## src/logic/p4_router_pkg.sv

```systemverilog
// widths, register map and stream types shared by the router blocks
// fifo_depth must be a power of two; table base must sit on a 64-byte boundary
`default_nettype none

package p4_router_pkg;

    ////////////////////////////////////////
    // sizes

    localparam int port_id_w  = 4;                  // ingress id and egress spec
    localparam int num_ports  = 16;                 // port map entries
    localparam int idx_w      = $clog2(num_ports);  // table index bits
    localparam int data_bytes = 8;                  // 64-bit beats
    localparam int fifo_depth = 4;                  // per stream fifo
    localparam int apb_addr_w = 12;
    localparam int apb_data_w = 32;

    ////////////////////////////////////////
    // register map

    localparam logic [apb_addr_w-1:0] reg_ctrl       = 12'h000;  // bit 0 echo_mode
    localparam logic [apb_addr_w-1:0] reg_lookups    = 12'h004;  // ro, done lookups
    localparam logic [apb_addr_w-1:0] reg_drops      = 12'h008;  // ro, lost records
    localparam logic [apb_addr_w-1:0] reg_table_base = 12'h040;  // entry i at +4*i
    localparam int                    ctrl_echo_bit  = 0;

    ////////////////////////////////////////
    // payload types

    // one packet beat, 73 bits
    typedef struct packed {
        logic [data_bytes*8-1:0] data;
        logic [data_bytes-1:0]   keep;  // byte enables
        logic                    last;  // end of packet
    } beat_t;

    // metadata record, 8 bits
    typedef struct packed {
        logic [port_id_w-1:0] ing_port;
        logic [port_id_w-1:0] egr_spec;
    } meta_t;

    // table access, 9 bits
    typedef struct packed {
        logic                 wr;     // 1 = write
        logic [idx_w-1:0]     idx;    // entry select
        logic [port_id_w-1:0] wdata;  // new egress spec
    } table_req_t;

endpackage

`default_nettype wire

```

## src/logic/apb_table_regs.sv

```systemverilog
// apb slave: ctrl, two read-only counters and the port map window
// register accesses take one access cycle; table accesses wait for the arbiter
`timescale 1ns/1ps
`default_nettype none

module apb_table_regs
    import p4_router_pkg::*;
(
    input  var logic                  clk,
    input  var logic                  rst_n,

    input  var logic [apb_addr_w-1:0] paddr,
    input  var logic                  psel,
    input  var logic                  penable,
    input  var logic                  pwrite,
    input  var logic [apb_data_w-1:0] pwdata,
    output var logic [apb_data_w-1:0] prdata,
    output var logic                  pready,
    output var logic                  pslverr,

    output var logic                  echo_mode,
    input  var logic                  lookup_done,
    input  var logic                  meta_drop,

    output var table_req_t            tbl_req,
    output var logic                  tbl_req_valid,
    input  var logic                  tbl_gnt,
    input  var logic [port_id_w-1:0]  tbl_rdata
);

    logic                  access;       // access phase
    logic                  hit_ctrl;
    logic                  hit_lookups;
    logic                  hit_drops;
    logic                  hit_cnt;
    logic                  hit_table;
    logic                  bad_access;   // unmapped or counter write
    logic                  tbl_done;     // granted last cycle
    logic [apb_data_w-1:0] lookups_q;
    logic [apb_data_w-1:0] drops_q;

    ////////////////////////////////////////
    // address decode

    assign access      = psel && penable;
    assign hit_ctrl    = paddr == reg_ctrl;
    assign hit_lookups = paddr == reg_lookups;
    assign hit_drops   = paddr == reg_drops;
    assign hit_cnt     = hit_lookups || hit_drops;
    assign hit_table   = (paddr[apb_addr_w-1:idx_w+2] == reg_table_base[apb_addr_w-1:idx_w+2])
                         && (paddr[1:0] == 2'b00);  // word aligned only
    assign bad_access  = !(hit_ctrl || hit_cnt || hit_table) || (pwrite && hit_cnt);

    ////////////////////////////////////////
    // table side

    // held through the whole access, the arbiter grants it once
    assign tbl_req_valid = access && hit_table;
    assign tbl_req.wr    = pwrite;
    assign tbl_req.idx   = paddr[idx_w+1:2];
    assign tbl_req.wdata = pwdata[port_id_w-1:0];

    always_ff @(posedge clk) begin
        if (!rst_n) begin
            tbl_done <= 1'b0;
        end else begin
            tbl_done <= tbl_req_valid && tbl_gnt;  // data valid next cycle
        end
    end

    // errors and register hits finish at once, table hits after the answer
    assign pready  = access && (!hit_table || tbl_done);
    assign pslverr = access && bad_access;

    ////////////////////////////////////////
    // registers

    always_ff @(posedge clk) begin
        if (!rst_n) begin
            echo_mode <= 1'b1;  // echo by default
            lookups_q <= '0;
            drops_q   <= '0;
        end else begin
            if (access && pwrite && hit_ctrl) begin
                echo_mode <= pwdata[ctrl_echo_bit];
            end
            lookups_q <= lookups_q + apb_data_w'(lookup_done);
            drops_q   <= drops_q + apb_data_w'(meta_drop);
        end
    end

    // read mux, zero for anything unmapped
    always_comb begin
        prdata = '0;
        if (hit_ctrl) begin
            prdata[ctrl_echo_bit] = echo_mode;
        end else if (hit_lookups) begin
            prdata = lookups_q;
        end else if (hit_drops) begin
            prdata = drops_q;
        end else if (hit_table) begin
            prdata = apb_data_w'(tbl_rdata);  // zero-extended entry
        end
    end

endmodule

`default_nettype wire

```

## src/logic/egress_lookup.sv

```systemverilog
// metadata path: port in, egress spec out two cycles later through a small queue
// relies on the arbiter granting every lookup read in its first cycle
`timescale 1ns/1ps
`default_nettype none

module egress_lookup
    import p4_router_pkg::*;
(
    input  var logic                 clk,
    input  var logic                 rst_n,

    input  var logic [port_id_w-1:0] meta_in_port,
    input  var logic                 meta_in_valid,
    input  var logic                 echo_mode,

    output var table_req_t           tbl_req,
    output var logic                 tbl_req_valid,
    input  var logic [port_id_w-1:0] tbl_rdata,

    output var meta_t                meta_out,
    output var logic                 meta_out_valid,
    input  var logic                 meta_out_ready,

    output var logic                 lookup_done,
    output var logic                 meta_drop
);

    logic [port_id_w-1:0] port_q;   // ingress port of the pulse
    logic                 valid_q;  // record resolves this cycle
    logic                 echo_q;   // mode seen with the pulse
    meta_t                rec;
    logic                 q_ready;

    // table read issued with the pulse itself
    assign tbl_req_valid = meta_in_valid && !echo_mode;
    assign tbl_req.wr    = 1'b0;
    assign tbl_req.idx   = meta_in_port[idx_w-1:0];
    assign tbl_req.wdata = '0;

    always_ff @(posedge clk) begin
        if (!rst_n) begin
            valid_q <= 1'b0;
        end else begin
            valid_q <= meta_in_valid;
        end
    end

    always_ff @(posedge clk) begin
        port_q <= meta_in_port;
        echo_q <= echo_mode;
    end

    // resolve, then queue
    assign rec.ing_port = port_q;
    assign rec.egr_spec = echo_q ? port_q : tbl_rdata;

    assign lookup_done = valid_q && q_ready;
    assign meta_drop   = valid_q && !q_ready;  // queue full, record lost

    stream_fifo #(
        .payload_t (meta_t)
    ) stream_fifo_inst (
        .clk       (clk),
        .rst_n     (rst_n),
        .in_data   (rec),
        .in_valid  (valid_q),
        .in_ready  (q_ready),
        .out_data  (meta_out),
        .out_valid (meta_out_valid),
        .out_ready (meta_out_ready)
    );

endmodule

`default_nettype wire

```

## src/logic/p4_router_echo_top.sv

```systemverilog
// router subsystem top, single clock domain
// meta_in has no ready; pulses arriving on a full metadata queue are counted and lost
`timescale 1ns/1ps
`default_nettype none

module p4_router_echo_top
    import p4_router_pkg::*;
(
    input  var logic                  clk,
    input  var logic                  rst_n,

    // apb control
    input  var logic [apb_addr_w-1:0] paddr,
    input  var logic                  psel,
    input  var logic                  penable,
    input  var logic                  pwrite,
    input  var logic [apb_data_w-1:0] pwdata,
    output var logic [apb_data_w-1:0] prdata,
    output var logic                  pready,
    output var logic                  pslverr,

    // packets
    input  var beat_t                 in_beat,
    input  var logic                  in_valid,
    output var logic                  in_ready,
    output var beat_t                 out_beat,
    output var logic                  out_valid,
    input  var logic                  out_ready,

    // metadata
    input  var logic [port_id_w-1:0]  meta_in_port,
    input  var logic                  meta_in_valid,
    output var meta_t                 meta_out,
    output var logic                  meta_out_valid,
    input  var logic                  meta_out_ready
);

    logic                 echo_mode;
    logic                 lookup_done;
    logic                 meta_drop;
    table_req_t           lkp_req;
    logic                 lkp_req_valid;
    table_req_t           apb_req;
    logic                 apb_req_valid;
    logic                 apb_gnt;
    table_req_t           mem_req;
    logic                 mem_en;
    logic [port_id_w-1:0] tbl_rdata;  // shared by lookup and apb

    ////////////////////////////////////////
    // packet path

    stream_fifo #(
        .payload_t (beat_t)
    ) stream_fifo_inst (
        .clk       (clk),
        .rst_n     (rst_n),
        .in_data   (in_beat),
        .in_valid  (in_valid),
        .in_ready  (in_ready),
        .out_data  (out_beat),
        .out_valid (out_valid),
        .out_ready (out_ready)
    );

    ////////////////////////////////////////
    // metadata path and control

    egress_lookup egress_lookup_inst (
        .clk            (clk),
        .rst_n          (rst_n),
        .meta_in_port   (meta_in_port),
        .meta_in_valid  (meta_in_valid),
        .echo_mode      (echo_mode),
        .tbl_req        (lkp_req),
        .tbl_req_valid  (lkp_req_valid),
        .tbl_rdata      (tbl_rdata),
        .meta_out       (meta_out),
        .meta_out_valid (meta_out_valid),
        .meta_out_ready (meta_out_ready),
        .lookup_done    (lookup_done),
        .meta_drop      (meta_drop)
    );

    apb_table_regs apb_table_regs_inst (
        .clk           (clk),
        .rst_n         (rst_n),
        .paddr         (paddr),
        .psel          (psel),
        .penable       (penable),
        .pwrite        (pwrite),
        .pwdata        (pwdata),
        .prdata        (prdata),
        .pready        (pready),
        .pslverr       (pslverr),
        .echo_mode     (echo_mode),
        .lookup_done   (lookup_done),
        .meta_drop     (meta_drop),
        .tbl_req       (apb_req),
        .tbl_req_valid (apb_req_valid),
        .tbl_gnt       (apb_gnt),
        .tbl_rdata     (tbl_rdata)
    );

    table_arbiter table_arbiter_inst (
        .clk           (clk),
        .rst_n         (rst_n),
        .lkp_req       (lkp_req),
        .lkp_req_valid (lkp_req_valid),
        .apb_req       (apb_req),
        .apb_req_valid (apb_req_valid),
        .apb_gnt       (apb_gnt),
        .mem_req       (mem_req),
        .mem_en        (mem_en)
    );

    port_map_table port_map_table_inst (
        .clk     (clk),
        .rst_n   (rst_n),
        .mem_req (mem_req),
        .mem_en  (mem_en),
        .rdata   (tbl_rdata)
    );

endmodule

`default_nettype wire

```

## src/logic/port_map_table.sv

```systemverilog
// single-port egress table, reset loads the identity map
// rdata is updated on every enabled access and holds the old entry on a write
`timescale 1ns/1ps
`default_nettype none

module port_map_table
    import p4_router_pkg::*;
(
    input  var logic                 clk,
    input  var logic                 rst_n,

    input  var table_req_t           mem_req,
    input  var logic                 mem_en,
    output var logic [port_id_w-1:0] rdata
);

    logic [port_id_w-1:0] entries [num_ports];  // egress spec per ingress port

    ////////////////////////////////////////
    // entry array

    always_ff @(posedge clk) begin
        if (!rst_n) begin
            for (int i = 0; i < num_ports; i++) begin
                entries[i] <= port_id_w'(i);  // entry i maps to port i
            end
        end else if (mem_en && mem_req.wr) begin
            entries[mem_req.idx] <= mem_req.wdata;
        end
    end

    // registered read, one cycle after the access
    always_ff @(posedge clk) begin
        if (mem_en) begin
            rdata <= entries[mem_req.idx];  // read-before-write
        end
    end

endmodule

`default_nettype wire

```

## src/logic/stream_fifo.sv

```systemverilog
// valid/ready fifo; no push while full, even if a pop happens in the same cycle
// out_data comes straight from the storage flops
`timescale 1ns/1ps
`default_nettype none

module stream_fifo
    import p4_router_pkg::*;
#(
    parameter type payload_t = logic [7:0]
) (
    input  var logic     clk,
    input  var logic     rst_n,

    input  var payload_t in_data,
    input  var logic     in_valid,
    output var logic     in_ready,

    output var payload_t out_data,
    output var logic     out_valid,
    input  var logic     out_ready
);

    localparam int ptr_w = $clog2(fifo_depth);

    payload_t         mem [fifo_depth];  // circular storage
    logic [ptr_w-1:0] wr_ptr;
    logic [ptr_w-1:0] rd_ptr;
    logic [ptr_w:0]   count;             // entries held
    logic             push;
    logic             pop;

    assign in_ready  = count < (ptr_w+1)'(fifo_depth);  // high out of reset
    assign out_valid = count != '0;
    assign out_data  = mem[rd_ptr];

    assign push = in_valid && in_ready;
    assign pop  = out_valid && out_ready;

    ////////////////////////////////////////
    // pointers and fill level

    always_ff @(posedge clk) begin
        if (!rst_n) begin
            wr_ptr <= '0;
            rd_ptr <= '0;
            count  <= '0;
        end else begin
            if (push) begin
                wr_ptr <= wr_ptr + 1'b1;  // wraps at depth
            end
            if (pop) begin
                rd_ptr <= rd_ptr + 1'b1;
            end
            count <= count + (ptr_w+1)'(push) - (ptr_w+1)'(pop);
        end
    end

    // storage
    always_ff @(posedge clk) begin
        if (push) begin
            mem[wr_ptr] <= in_data;
        end
    end

endmodule

`default_nettype wire

```

## src/logic/table_arbiter.sv

```systemverilog
// fixed priority, the lookup always owns the table when it asks
// apb requests may starve under back-to-back lookups
`timescale 1ns/1ps
`default_nettype none

module table_arbiter
    import p4_router_pkg::*;
(
    input  var logic       clk,
    input  var logic       rst_n,

    input  var table_req_t lkp_req,
    input  var logic       lkp_req_valid,
    input  var table_req_t apb_req,
    input  var logic       apb_req_valid,
    output var logic       apb_gnt,

    output var table_req_t mem_req,
    output var logic       mem_en
);

    logic apb_owner;  // apb access in flight, its data is on rdata now

    ////////////////////////////////////////
    // grant and steering

    // apb only gets free cycles; its own answer cycle is not granted again
    assign apb_gnt = apb_req_valid && !lkp_req_valid && !apb_owner;

    assign mem_en  = lkp_req_valid || apb_gnt;
    assign mem_req = lkp_req_valid ? lkp_req : apb_req;  // lookup first

    // read owner; shared rdata belongs to apb when set, else to lookup
    always_ff @(posedge clk) begin
        if (!rst_n) begin
            apb_owner <= 1'b0;
        end else begin
            apb_owner <= apb_gnt;
        end
    end

endmodule

`default_nettype wire

```

## config.mk

```make
export PLATFORM = sky130hd
export DESIGN_NAME = p4_router_echo_top
export DESIGN_NICKNAME = d
export VERILOG_FILES = /design/src/logic/p4_router_pkg.sv /design/src/logic/apb_table_regs.sv /design/src/logic/egress_lookup.sv /design/src/logic/p4_router_echo_top.sv /design/src/logic/port_map_table.sv /design/src/logic/stream_fifo.sv /design/src/logic/table_arbiter.sv
export SDC_FILE = /design/constraint.sdc
export NUM_CORES = 1
export LEC_CHECK = 0
export BUFFER_PORTS_ARGS = -buffer_cell sky130_fd_sc_hd__buf_4
export CAP_MARGIN = 20
export CORE_MARGIN = 2
export CORE_UTILIZATION = 30
export CTS_BUF_LIST = sky130_fd_sc_hd__clkbuf_4
export DETAILED_ROUTE_END_ITERATION = 6
export HOLD_SLACK_MARGIN = 0.1
export PLACE_DENSITY = 0.49
export SKIP_CTS_REPAIR_TIMING = 1
export SLEW_MARGIN = 30
export SYNTH_ARGS = -nofsm -noshare
export SYNTH_HDL_FRONTEND = slang
export SYNTH_SLANG_ARGS = --single-unit
```

## constraint.sdc

```tcl
create_clock -name clk -period 6.8 [get_ports clk]
set_input_delay 1.36 -clock clk [delete_from_list [all_inputs] [get_ports clk]]
set_output_delay 1.36 -clock clk [all_outputs]
set_load 0.01 [all_outputs]
```

# Word-level counts from Yosys, hierarchy flattened
# Memory sizes are Yosys's and may differ from the RTL's. A register that Yosys moved wholly into a read port is not among the register bits.
# Index checks and enable logic that the tools add are counted.
word_totals:
  reg_bits: 87
  output_inout_bits: 118
  in_bits: 130
  ram_bits: 388
  n_memories: 3
  elab_cells: 89
memory_table:
  columns: ["name", "depth", "word_bits", "read_ports", "rd_ports_with_merged_regs", "write_ports", "line_no", "source"]
  rows:
  - ["stream_fifo_inst.mem", 4, 73, 1, 1, 1, "stream_fifo.sv:25", "payload_t mem [fifo_depth];"]
  - ["port_map_table_inst.entries", 16, 4, 1, 1, 16, "port_map_table.sv:17", "logic [port_id_w-1:0] entries [num_ports];"]
  - ["egress_lookup_inst.stream_fifo_inst.mem", 4, 8, 1, 1, 1, "stream_fifo.sv:25", null]
op_classes:
  n_lt_le_gt_ge: 2
  reduce_logical: 35
  n_eq_ne: 3
  n_mux: 22
  n_addsub: 10
op_table:
  columns: ["cell", "n"]
  rows:
  - ["32-bit by 1-bit adder with 32-bit output", 2]
  - ["32-bit 2-to-1 mux", 2]
  - ["31-bit 2-to-1 mux", 1]
  - ["1-bit logical AND", 18]
  - ["4-bit 2-to-1 mux", 4]
  - ["12-bit by 3-bit == test with 1-bit output, second input constant", 1]
  - ["12-bit by 4-bit == test with 1-bit output, second input constant", 1]
  - ["12-bit logical NOT", 1]
  - ["1-bit 2-to-1 mux", 10]
  - ["9-bit 2-to-1 mux", 1]
  - ["2-bit by 1-bit adder with 2-bit output, second input constant", 4]
  - ["2-bit 2-to-1 mux", 4]
  - ["3-bit by 1-bit adder with 3-bit output", 2]
  - ["6-bit by 1-bit == test with 1-bit output, second input constant", 1]
  - ["1-bit logical NOT", 6]
  - ["1-bit logical OR", 6]
  - ["3-bit less-than comparator, second input constant", 2]
  - ["3-bit nonzero test", 2]
  - ["3-bit by 1-bit subtractor with 3-bit output", 2]
  - ["4-bit OR reduction", 1]
  - ["2-bit logical NOT", 1]

# Depth between registers and ports, before layout
# Gate-level depths: netlist of the first run.
logic_depth:
  depth_word: 12
  ltp_mapped: 10
  depth_no_buf: 9

# Modules after synthesis
# Synthesis of the first run repeated with hierarchy kept, for this count alone.
hier_totals:
  cells_unflattened: 1210
  area_unflattened_um2: 19857.8
by_module_without_submodules:
  columns: ["mod", "seq_area_each_um2", "area_each_um2", "n_inst", "cells_per_inst"]
  rows:
  - ["stream_fifo (stream_fifo_inst)", 8948.6, 11071.9, 1, 427]
  - ["apb_table_regs", 1321.3, 3614.7, 1, 434]
  - ["port_map_table", 2042.0, 3072.9, 1, 222]
  - ["stream_fifo (egress_lookup_inst.stream_fifo_inst)", 1141.1, 1654.1, 1, 88]
  - ["egress_lookup", 120.1, 261.5, 1, 24]
  - ["table_arbiter", 20.0, 182.7, 1, 15]

# Worst setup path before layout of the first run
# No wires, ideal clock.
synth_timing:
  path_type: "input port to output port"
  start: "in paddr[10]"
  end: "out prdata[2]"
  required_time_ns: 5.440
  n_path_buf: 1
  t_arrival_ns: 2.755
  cell_stages: 6
  setup_slack_ns: 2.685
  cell_sequence: "nor4_2 > and3_1 > and3_1 > clkbuf_1 > a222oi_1 > inv_1"
synth_between:
  elab_chain_len: 6
synth_lines:
  columns: ["element", "line_no", "source"]
  rows:
  - ["from (decl)", "p4_router_echo_top.sv:13", "input var logic [apb_addr_w-1:0] paddr,"]
  - ["6-bit by 1-bit == test with 1-bit output", "apb_table_regs.sv:50", "assign hit_table = (paddr[apb_addr_w-1:idx_w+2] == reg_table_base[apb_addr_w-1:idx_w+2])"]
  - ["1-bit logical AND", "apb_table_regs.sv:51", "&& (paddr[1:0] == 2'b00);"]
  - ["4-bit 2-to-1 mux", "apb_table_regs.sv:101", "end else if (hit_table) begin"]
  - ["32-bit 2-to-1 mux", "apb_table_regs.sv:99", "end else if (hit_drops) begin"]
  - ["32-bit 2-to-1 mux", "apb_table_regs.sv:97", "end else if (hit_lookups) begin"]
  - ["31-bit 2-to-1 mux *", "apb_table_regs.sv:95", "if (hit_ctrl) begin"]
  - ["to (decl)", "p4_router_echo_top.sv:18", "output var logic [apb_data_w-1:0] prdata,"]
# Every way passes the cells marked *; elsewhere a longest branch is shown, timed or not.

# Worst setup path in the final report of the first run
layout_timing:
  start: "in paddr[10]"
  end: "out prdata[31]"
layout_between:
  elab_chain_len: 4
layout_lines:
  columns: ["element", "line_no", "source"]
  rows:
  - ["12-bit by 4-bit == test with 1-bit output", "apb_table_regs.sv:48", "assign hit_drops = paddr == reg_drops;"]
  - ["32-bit 2-to-1 mux", "apb_table_regs.sv:99", null]
  - ["32-bit 2-to-1 mux", "apb_table_regs.sv:97", null]
  - ["31-bit 2-to-1 mux *", "apb_table_regs.sv:95", null]
# Marked as above.

==> results.txt, run 1 <==
Synth Area in Compound Gates -> 3.80%
Worst R2R End -> port_map_table_inst.rdata[1]$_DFFE_PP_
row cnt -> 93
share of post-route cells with drive strength above 1 -> 34.9%
mux contribution to synthesized area -> 11.8%
r2r setup slk -> 3.65 ns
# port buffers -> 219
Hold Path Cell Cnt -> 0
setup TNS -> 0 ns
largest family of logic cells by synthesized area -> multiplexers
Multi-input gate area -> 0.00553 mm^2
Clk pin slew, worst setup/hold paths -> 0.06 ns
Synth Area in XOR/XNOR -> 2.39%
overall die width -> 259 um
Die ar. -> 0.0668 mm^2
Placed Instance Area -> 0.0220 mm^2
GRT Total Usage -> 13.9%
DRT Pass-1 Iters -> 5
TritonCTS clock tree -> built
vias in the first global route -> 12.3k
Syn Inst Count -> 1,209
drt total wl -> 45,800 um
CP Launch Point -> paddr[10]
Post-Synth Simple-Gate Area -> 9.04%
Initial DRC Count -> 582
Non-Filler Cell Area, Final -> 0.0236 mm^2
syn avg cell area -> 16.1 um^2
Hold Path End -> egress_lookup_inst.echo_q$_DFF_P_
Worst Max-Slew Pin Slew -> 0.929 ns
crit start category -> primary input
register area -> 0.0136 mm^2
VDD IR max -> 0.000124 V
Worst EP required -> 5.44 ns
Setup Skew -> 0.0486 ns
CTS H-tree depth -> 4
maxcap violations -> 0
via count -> 11.5k
first-pass GRT wire length -> 70,500 um
outcome -> finished, final reports clean
Synth Cell Area -> 0.0194 mm^2
pin count of the biggest net entering global routing -> 65
worst-path fanout max -> 30
PwrDens -> 315 mW/mm^2
# IOs -> 248
sequential share of the synthesized area -> 69.9%
gp weighted congestion -> 0.786
total CTS buffers -> 135
Slew HR -> 36.3%
Worst Setup End Kind -> output port
Synth async-reset ratio -> 0%
hold path startpoint -> apb_table_regs_inst.echo_mode$_SDFFE_PN1P_
Post-synth EDFFs -> 392
Seq cells post-synth -> 483
Synth Flop Type -> edfxtp_1
Worst Setup Path Type -> primary input to output port
Netlist cell types -> 64
core area -> 0.0642 mm^2
initial antenna violation count -> 3
average wire per standard cell -> 18.6 um
initial core utilization -> 30.3%
RSZ-0062 raised after global routing -> false
Max clock buf depth -> 3
r2r startpoint -> apb_table_regs_inst.echo_mode$_SDFFE_PN1P_
minimum clock period -> 4.66 ns
DRC violation count after routing -> 0
Syn. warnings -> 0
worst reg-to-reg path cell count -> 6
fin. max-slew vios -> 0
post-synthesis adder-cell area fraction -> 1.24%
Final Setup Violations -> 0
CTS Root Cell -> clkbuf_4
Final Cycle Share -> 68.5%
Synthesized Nets -> 1,357
Die Ht -> 259 um
most common cell after layout, fill and taps aside -> edfxtp_1
clk sinks -> 483
final hold viol count -> 0
most frequent cells in the layout -> edfxtp_1 (392), buf_4 (229), clkbuf_4 (182)
Static Leak -> 8.15 nW
total grt overflow -> 0
Vias/cell -> 4.64
critical path arrival -> 3.30 ns
worst min-delay path category -> register to register
Post-DRT Antenna Nets -> 0
Skew-Pair Late Insertion Delay -> 0.88 ns
Area Overhead vs Synth -> 21.6%
Final #Nets -> 1,671
Post-DP HPWL -> 28,700 um
fmax -> 215 MHz
fill count -> 6,306
==> cell families (layout without fill, tap and decap cells) <==
family | count (synthesis) | count (layout)
xor+xnor | 53 | 53
buf+inv | 77 | 479
flops | 483 | 483
mux | 118 | 118
fa+ha+maj | 18 | 18
compound gates | 104 | 104
other cells | 0 | 2
simple gates | 356 | 356
==> worst max path at each step <==
stage | to | slack (ns) | cells after the start
final | prdata[31] | 2.14 | 6
after global routing | prdata[31] | 1.96 | 6
after CTS | out_beat[50] | 1.99 | 3
after detailed placement | prdata[31] | 2.16 | 6
after global placement | prdata[2] | 1.75 | 7
after floorplan | prdata[2] | 2.69 | 6
==> area by class of cell <==
| cell class | count | share of cell area (%) |
|---|---|---|
| flip-flops and latches | 483 | 57.5 |
| multi-input cells | 649 | 23.4 |
| repair buffers | 230 | 7.36 |
| clock buffers | 182 | 5.78 |
| well taps | 855 | 4.53 |
| clock inverters | 43 | 1.00 |
| inverters | 24 | 0.381 |
| diodes | 2 | 0.0212 |
==> cell usage after synthesis (all sizes together) (23+ instances only) <==
cell,instances,share of area (%)
a22o,28,1.3
and2,23,0.75
clkbuf,33,0.69
dfxtp,91,9.4
edfxtp,392,61
inv,23,0.44
mux4,87,10
nand2,92,1.8
nand3,39,1.0
nor2,105,2.0
xnor2,25,1.1
xor2,28,1.3
==> through the flow <==
step / instances / utilization (%) / power, mW / setup WS, ns / hold WS, ns
floorplan: 1209 / - / 4.39 / 2.69 / 0.404
CTS: 2465 / 36.7 / 7.61 / 1.99 / 0.454
global placement: 2240 / 34.2 / 5.04 / 1.75 / 0.447
global route: 2468 / 36.8 / 7.86 / 1.96 / 0.478
finish: 2468 / 36.8 / 7.44 / 2.14 / 0.456
detailed placement: 2240 / 34.2 / 5.06 / 2.16 / 0.442
==> report_power, final <==
group          switching [mW]  leakage (nW)  internal (mW)
logic                   0.693          2.90          0.720
clock network            1.20         0.956           1.28
registers               0.110          4.29           3.43
total                    2.00          8.15           5.44
==> critical path, stage by stage <==
cell and delay [ns]:
buf_4 0.11, nor4_2 0.48, and3_1 0.33, and2_2 0.58, a22o_1 0.28, buf_4 0.14
==> sequential cells by signal, summed over array words and instances (netlist names), 2 cells and up, named ones only <==
name,count
port_map_table_inst.entries,64
apb_table_regs_inst.drops_q,32
egress_lookup_inst.stream_fifo_inst.count,3
stream_fifo_inst.count,3
egress_lookup_inst.stream_fifo_inst.wr_ptr,2
stream_fifo_inst.wr_ptr,2
port_map_table_inst.rdata,4
egress_lookup_inst.stream_fifo_inst.rd_ptr,2
stream_fifo_inst.rd_ptr,2
apb_table_regs_inst.lookups_q,32
stream_fifo_inst.mem,292
egress_lookup_inst.stream_fifo_inst.mem,32
egress_lookup_inst.port_q,4
==> layer usage <==
metal	up-vias	wire length, um	GRT usage (%)
met1	5694	19800	17.1
met4	4	898	5.22
met2	295	22300	22.9
met5	-	22	0
met3	85	2730	4.31
li1	5376	-	-
Power figures use the tool's default switching activity.
==> run 2: changes to the inputs <==
- PLACE_DENSITY: 0.49 -> 0.51
- clock period: 6.8 -> 4 ns (I/O delays scaled with it)
==> run 2 against run 1 <==
  * Sequential share of layout area shrank 2.4 points
  * Clock skew up 0.032 ns
  * Cell area is 4.4% higher
  * First-iteration DRC count grew 3.1%
  * Critical endpoint is now out_beat[15]
==> results.txt, run 2 (synthesized netlist as in run 1, its figures left out) <==
outcome -> finished, final reports clean (unchanged)
clk sinks -> 483 (unchanged)
Post-DP HPWL -> 28,700 um (about the same)
biggest regs -> stream_fifo_inst.mem x292, port_map_table_inst.entries x64 (unchanged)
GRT Total Usage -> 13.6% (was 13.9%)
PwrDens -> 526 mW/mm^2 (was 315 mW/mm^2)
Clk network pwr share -> 34.1% (was 33.3%)
Setup WS pre-CTS -> 0.626 ns (was 2.16 ns)
Post-DRT Antenna Nets -> 0 (unchanged)
share of post-route cells with drive strength above 1 -> 33.8% (was 34.9%)
switch share -> 26.3% (was 26.9%)
Initial DRC Count -> 600 (was 582)
Area Overhead vs Synth -> 26.9% (was 21.6%)
Worst Setup Path Type -> register to output port (was primary input to output port)
minimum clock period -> 3.45 ns
via count -> 11.8k (was 11.5k)
total CTS buffers -> 132 (was 135)
DRC violation count after routing -> 0 (unchanged)
most frequent cells in the layout -> edfxtp_1 (392), buf_4 (234), clkbuf_4 (194) (was edfxtp_1 (392), buf_4 (229), clkbuf_4 (182))
combinational power share -> 19.3% (was 19.0%)
Die ar. -> 0.0668 mm^2 (unchanged)
CTS H-tree depth -> 4 (unchanged)
Worst EP required -> 3.20 ns (was 5.44 ns)
Final Cycle Share -> 86.3%
setup TNS -> 0 ns (unchanged)
CP bufs+invs -> 2 (unchanged)
DRT Pass-1 Iters -> 5 (unchanged)
TritonCTS clock tree -> built (unchanged)
critical path arrival -> 2.65 ns (was 3.30 ns)
average wire per standard cell -> 17.7 um (was 18.6 um)
initial antenna violation count -> 2 (was 3)
final core occ -> 38.4% (was 36.8%)
RSZ-0062 raised after global routing -> false (unchanged)
Slew HR -> 41.6% (was 36.3%)
Net Switching -> 3.41 mW (was 2.00 mW)
overall die width -> 259 um (unchanged)
final worst slack -> 0.547 ns (was 2.14 ns)
drt total wl -> 45,400 um (was 45,800 um)
Placed Cells -> 2,252 (was 2,240)
Setup Skew -> 0.0810 ns (was 0.0486 ns)
Placed Instance Area -> 0.0222 mm^2 (was 0.0220 mm^2)
first-pass GRT wire length -> 69,100 um (was 70,500 um)
Final #Nets -> 1,758 (was 1,671)
# IOs -> 248 (unchanged)
gp weighted congestion -> 0.789 (was 0.786)
pin count of the biggest net entering global routing -> 66 (was 65)
fmax -> 290 MHz
# port buffers -> 219 (unchanged)
sequential share of power -> 46.6% (was 47.6%)
Critical Path Max Stage Delay -> 0.71 ns (was 0.58 ns)
delay-heaviest family, CP -> flip-flops (was simple AND/OR/NAND/NOR gates)
VDD IR max -> 0.000206 V (was 0.000124 V)
initial core utilization -> 30.3% (unchanged)
final hold viol count -> 0 (unchanged)
total grt overflow -> 0 (unchanged)
Worst Setup End Kind -> output port (unchanged)
Worst Max-Slew Pin Slew -> 0.876 ns (was 0.929 ns)
worst-path cell chain -> buf_12 -> mux4_2 -> buf_4 (was buf_4 -> nor4_2 -> and3_1 -> and2_2 -> a22o_1 -> buf_4)
slowest CP cell -> dfxtp_4 (was and2_2)
Clk pin slew, worst setup/hold paths -> 0.07 ns (was 0.06 ns)
Non-Filler Cell Area, Final -> 0.0247 mm^2 (was 0.0236 mm^2)
Reg with most FFs -> stream_fifo_inst.mem (unchanged)
Die Ht -> 259 um (unchanged)
Vias/cell -> 4.62 (was 4.64)
crit start category -> register (was primary input)
maxcap violations -> 0 (unchanged)
most common cell after layout, fill and taps aside -> edfxtp_1 (unchanged)
CTS Root Cell -> clkbuf_4 (unchanged)
core area -> 0.0642 mm^2 (unchanged)
P_int -> 9.56 mW (was 5.44 mW)
Max clock buf depth -> 3 (unchanged)
non-filler instance count after layout -> 2,561 (was 2,468)
Final Setup Violations -> 0 (unchanged)
worst min-delay path category -> primary input to register (was register to register)
worst-path fanout max -> 26 (was 30)
Skew-Pair Late Insertion Delay -> 0.93 ns (was 0.88 ns)
number of flip-flops in the largest register -> 292 (unchanged)
vias in the first global route -> 12.2k (was 12.3k)
Static Leak -> 8.59 nW (was 8.15 nW)
row cnt -> 93 (unchanged)
fin. max-slew vios -> 0 (unchanged)
-- run 2: cell types whose count changed in the layout (fill, tap and decap cells not counted), sizes merged --
| cell | before | now |
|---|---|---|
| clkinvlp | 2 | 1 |
| dlygate4sd3 | 0 | 79 |
| clkinv | 34 | 29 |
| diode | 2 | 1 |
| inv | 30 | 26 |
| clkbuf | 182 | 194 |
| buf | 230 | 241 |
| bufinv | 1 | 3 |
-- run 2: worst min-delay path, stage by stage --
cell,delay (ns)
buf_4,0.10
a21oi_1,0.12
nand2_1,0.08
-- run 2: path summary, 6_finish.rpt --
kind,startpoint,to,slack [ns],depth (start not counted)
worst max-delay path,register,out_beat[15],0.55,3
worst min-delay path,pwdata[2],port_map_table_inst.entries[4][2]$_SDFFCE_PN1P_,0.30,3
worst max register to register,apb_table_regs_inst.echo_mode$_SDFFE_PN1P_,port_map_table_inst.entries[15][0]$_SDFFCE_PN1P_,1.29,4
worst min register to register,apb_table_regs_inst.echo_mode$_SDFFE_PN1P_,egress_lookup_inst.echo_q$_DFF_P_,0.47,0
-- run 2: cell type report --
cell class,instances,area [um^2]
clock inverter,35,241
timing repair buffer,320,2690
inverter,24,92.6
clock buffer,194,1460
multi-input combinational,649,5520
antenna,1,2.50
tap,855,1070
fill,6196,39600
sequential,483,13600
-- run 2: stage by stage --
step                      hold slack (ns)  power [mW]
after floorplan                     0.404        7.46
after global placement              0.446        8.64
after detailed placement            0.454        8.67
after CTS                         -0.0986        13.2
after global routing                0.216        13.7
final                               0.302        13.0
-- run 2: power groups by stage --
stage / logic [mW] / clock network [mW] / registers (mW)
floorplan: 1.44 / 0 / 6.02
global placement: 2.49 / 0 / 6.15
detailed placement: 2.50 / 0 / 6.17
CTS: 2.51 / 4.61 / 6.06
global route: 2.72 / 4.88 / 6.09
finish: 2.50 / 4.42 / 6.04
-- run 2: routing by layer --
metal	up-vias	part of all wire [%]	track usage (%)
li1	5566	-	-
met1	5846	44	17.2
met2	337	48	21.8
met3	69	6.2	4.48
met4	2	1.8	5.20
met5	-	0.029	0
==> run 3: changes to the inputs <==
- CAP_MARGIN: 20 -> 30
- CORE_UTILIZATION: 30 -> 40
- PLACE_DENSITY: 0.51 -> 0.63
==> run 3 against run 2 <==
  * Via count is 0.30% higher
  * Combinational power is 2% lower
  * Flip-flop and latch count did not move
  * Sequential share of layout area up 0.74 points
  * Non-clock buffer count decreased by 2
  * Largest cell class unchanged
==> results.txt, run 3 (synthesized netlist as in run 1, its figures left out) <==
initial core utilization -> 40.6% (was 30.3%)
share of post-route cells with drive strength above 1 -> 33.7% (was 33.8%)
critical path arrival -> 2.72 ns (was 2.65 ns)
Final #Nets -> 1,754 (was 1,758)
clk sinks -> 483 (unchanged)
maxcap violations -> 0 (unchanged)
# IOs -> 248 (unchanged)
total CTS buffers -> 130 (was 132)
non-filler instance count after layout -> 2,313 (was 2,561)
TritonCTS clock tree -> built (unchanged)
biggest regs -> stream_fifo_inst.mem x292, port_map_table_inst.entries x64 (unchanged)
Initial DRC Count -> 861 (was 600)
overall die width -> 224 um (was 259 um)
final hold viol count -> 0 (unchanged)
PwrDens -> 533 mW/mm^2 (was 526 mW/mm^2)
gp weighted congestion -> 0.821 (was 0.789)
setup TNS -> 0 ns (unchanged)
Final Setup Violations -> 0 (unchanged)
Worst Setup End Kind -> output port (unchanged)
pin count of the biggest net entering global routing -> 74 (was 66)
Max clock buf depth -> 3 (unchanged)
minimum clock period -> 3.52 ns (was 3.45 ns)
fill count -> 4,115 (was 6,196)
worst-path fanout max -> 59 (was 26)
crit start category -> register (unchanged)
Slew HR -> 40.9% (was 41.6%)
Worst Setup Path Type -> register to output port (unchanged)
Area Overhead vs Synth -> 25.2% (was 26.9%)
first-pass GRT wire length -> 65,200 um (was 69,100 um)
row cnt -> 80 (was 93)
RSZ-0062 raised after global routing -> false (unchanged)
Post-DP HPWL -> 26,900 um (was 28,700 um)
Static Leak -> 8.57 nW (was 8.59 nW)
average wire per standard cell -> 18.6 um (was 17.7 um)
DRC violation count after routing -> 0 (unchanged)
Post-DRT Antenna Nets -> 0 (unchanged)
vias in the first global route -> 12.0k (was 12.2k)
Reg with most FFs -> stream_fifo_inst.mem (unchanged)
Die ar. -> 0.0504 mm^2 (was 0.0668 mm^2)
GRT Total Usage -> 17.1% (was 13.6%)
Skew-Pair Late Insertion Delay -> 0.91 ns (was 0.93 ns)
outcome -> finished, final reports clean (unchanged)
CTS H-tree depth -> 4 (unchanged)
most frequent cells in the layout -> edfxtp_1 (392), buf_4 (234), clkbuf_4 (184) (was edfxtp_1 (392), buf_4 (234), clkbuf_4 (194))
core area -> 0.0478 mm^2 (was 0.0642 mm^2)
DRT Pass-1 Iters -> 5 (unchanged)
Worst EP required -> 3.20 ns (about the same)
# port buffers -> 219 (unchanged)
via count -> 11.9k (was 11.8k)
VDD IR max -> 0.000298 V (was 0.000206 V)
worst min-delay path category -> primary input to register (unchanged)
fmax -> 284 MHz (was 290 MHz)
total grt overflow -> 0 (unchanged)
most common cell after layout, fill and taps aside -> edfxtp_1 (unchanged)
Final Cycle Share -> 87.9% (was 86.3%)
Placed Cells -> 2,010 (was 2,252)
Setup Skew -> 0.0541 ns (was 0.0810 ns)
Clk pin slew, worst setup/hold paths -> 0.06 ns (was 0.07 ns)
initial antenna violation count -> 1 (was 2)
fin. max-slew vios -> 0 (unchanged)
number of flip-flops in the largest register -> 292 (unchanged)
Die Ht -> 224 um (was 259 um)
Vias/cell -> 5.13 (was 4.62)
Worst Max-Slew Pin Slew -> 0.880 ns (was 0.876 ns)
CTS Root Cell -> clkbuf_4 (unchanged)
drt total wl -> 43,100 um (was 45,400 um)
run 3: worst max-delay path, stage by stage, from the launching register on:
cell,delay [ns]
dfxtp_4,0.55
buf_12,0.45
mux4_2,0.59
buf_4,0.16
run 3: power breakdown:
group          switching, mW  total [mW]  internal [mW]  leakage [nW]
sequential             0.181        6.01           5.83          4.29
combinational           1.17        2.46           1.29          3.28
clock                   2.00        4.51           2.51          1.01
run 3: cell type report:
| class | instances | area [um^2] | share of cell area, % |
|---|---|---|---|
| Timing Repair Buffer | 318 | 2650 | 10.9 |
| Clock inverter | 39 | 333 | 1.37 |
| Sequential cell | 483 | 13600 | 55.9 |
| Antenna cell | 1 | 2.50 | 0.0103 |
| Clock buffer | 184 | 1380 | 5.68 |
| Multi-Input combinational cell | 649 | 5520 | 22.7 |
| Inverter | 24 | 90.1 | 0.370 |
| Tap cell | 615 | 769 | 3.16 |
run 3: worst paths after layout:
| kind | start | endpoint | slack, ns | cells past startpoint |
|---|---|---|---|---|
| worst max-delay path | register | out_beat[42] | 0.48 | 3 |
| worst max register to register | apb_table_regs_inst.echo_mode$_SDFFE_PN1P_ | port_map_table_inst.rdata[2]$_DFFE_PP_ | 1.13 | 6 |
| worst min register to register | apb_table_regs_inst.echo_mode$_SDFFE_PN1P_ | egress_lookup_inst.echo_q$_DFF_P_ | 0.46 | 0 |
| worst min-delay path | pwdata[2] | port_map_table_inst.entries[4][2]$_SDFFCE_PN1P_ | 0.30 | 3 |
run 3: metrics by stage:
| step | worst slack, ns | hold slack (ns) | total power [mW] | utilization, % | area [um^2] |
|---|---|---|---|---|---|
| 5_1_grt | 0.199 | 0.231 | 13.6 | 50.9 | 24300 |
| 3_3_place_gp | 0.565 | 0.443 | 8.53 | 45.6 | 21800 |
| 6_report | 0.484 | 0.303 | 13.0 | 50.9 | 24300 |
| 2_1_floorplan | 0.669 | 0.404 | 7.46 | - | 19400 |
| 3_5_place_dp | 0.540 | 0.457 | 8.57 | 45.6 | 21800 |
| 4_1_cts | 0.236 | -0.0841 | 13.1 | 49.2 | 23500 |
run 3: per-layer routing:
metal | track usage (%) | vias up | part of all wire, %
met2 | 26.8 | 383 | 48
met3 | 5.54 | 74 | 6.9
met4 | 7.37 | 0 | 2.1
li1 | - | 5544 | -
met5 | 0 | - | 0
met1 | 21.8 | 5854 | 43
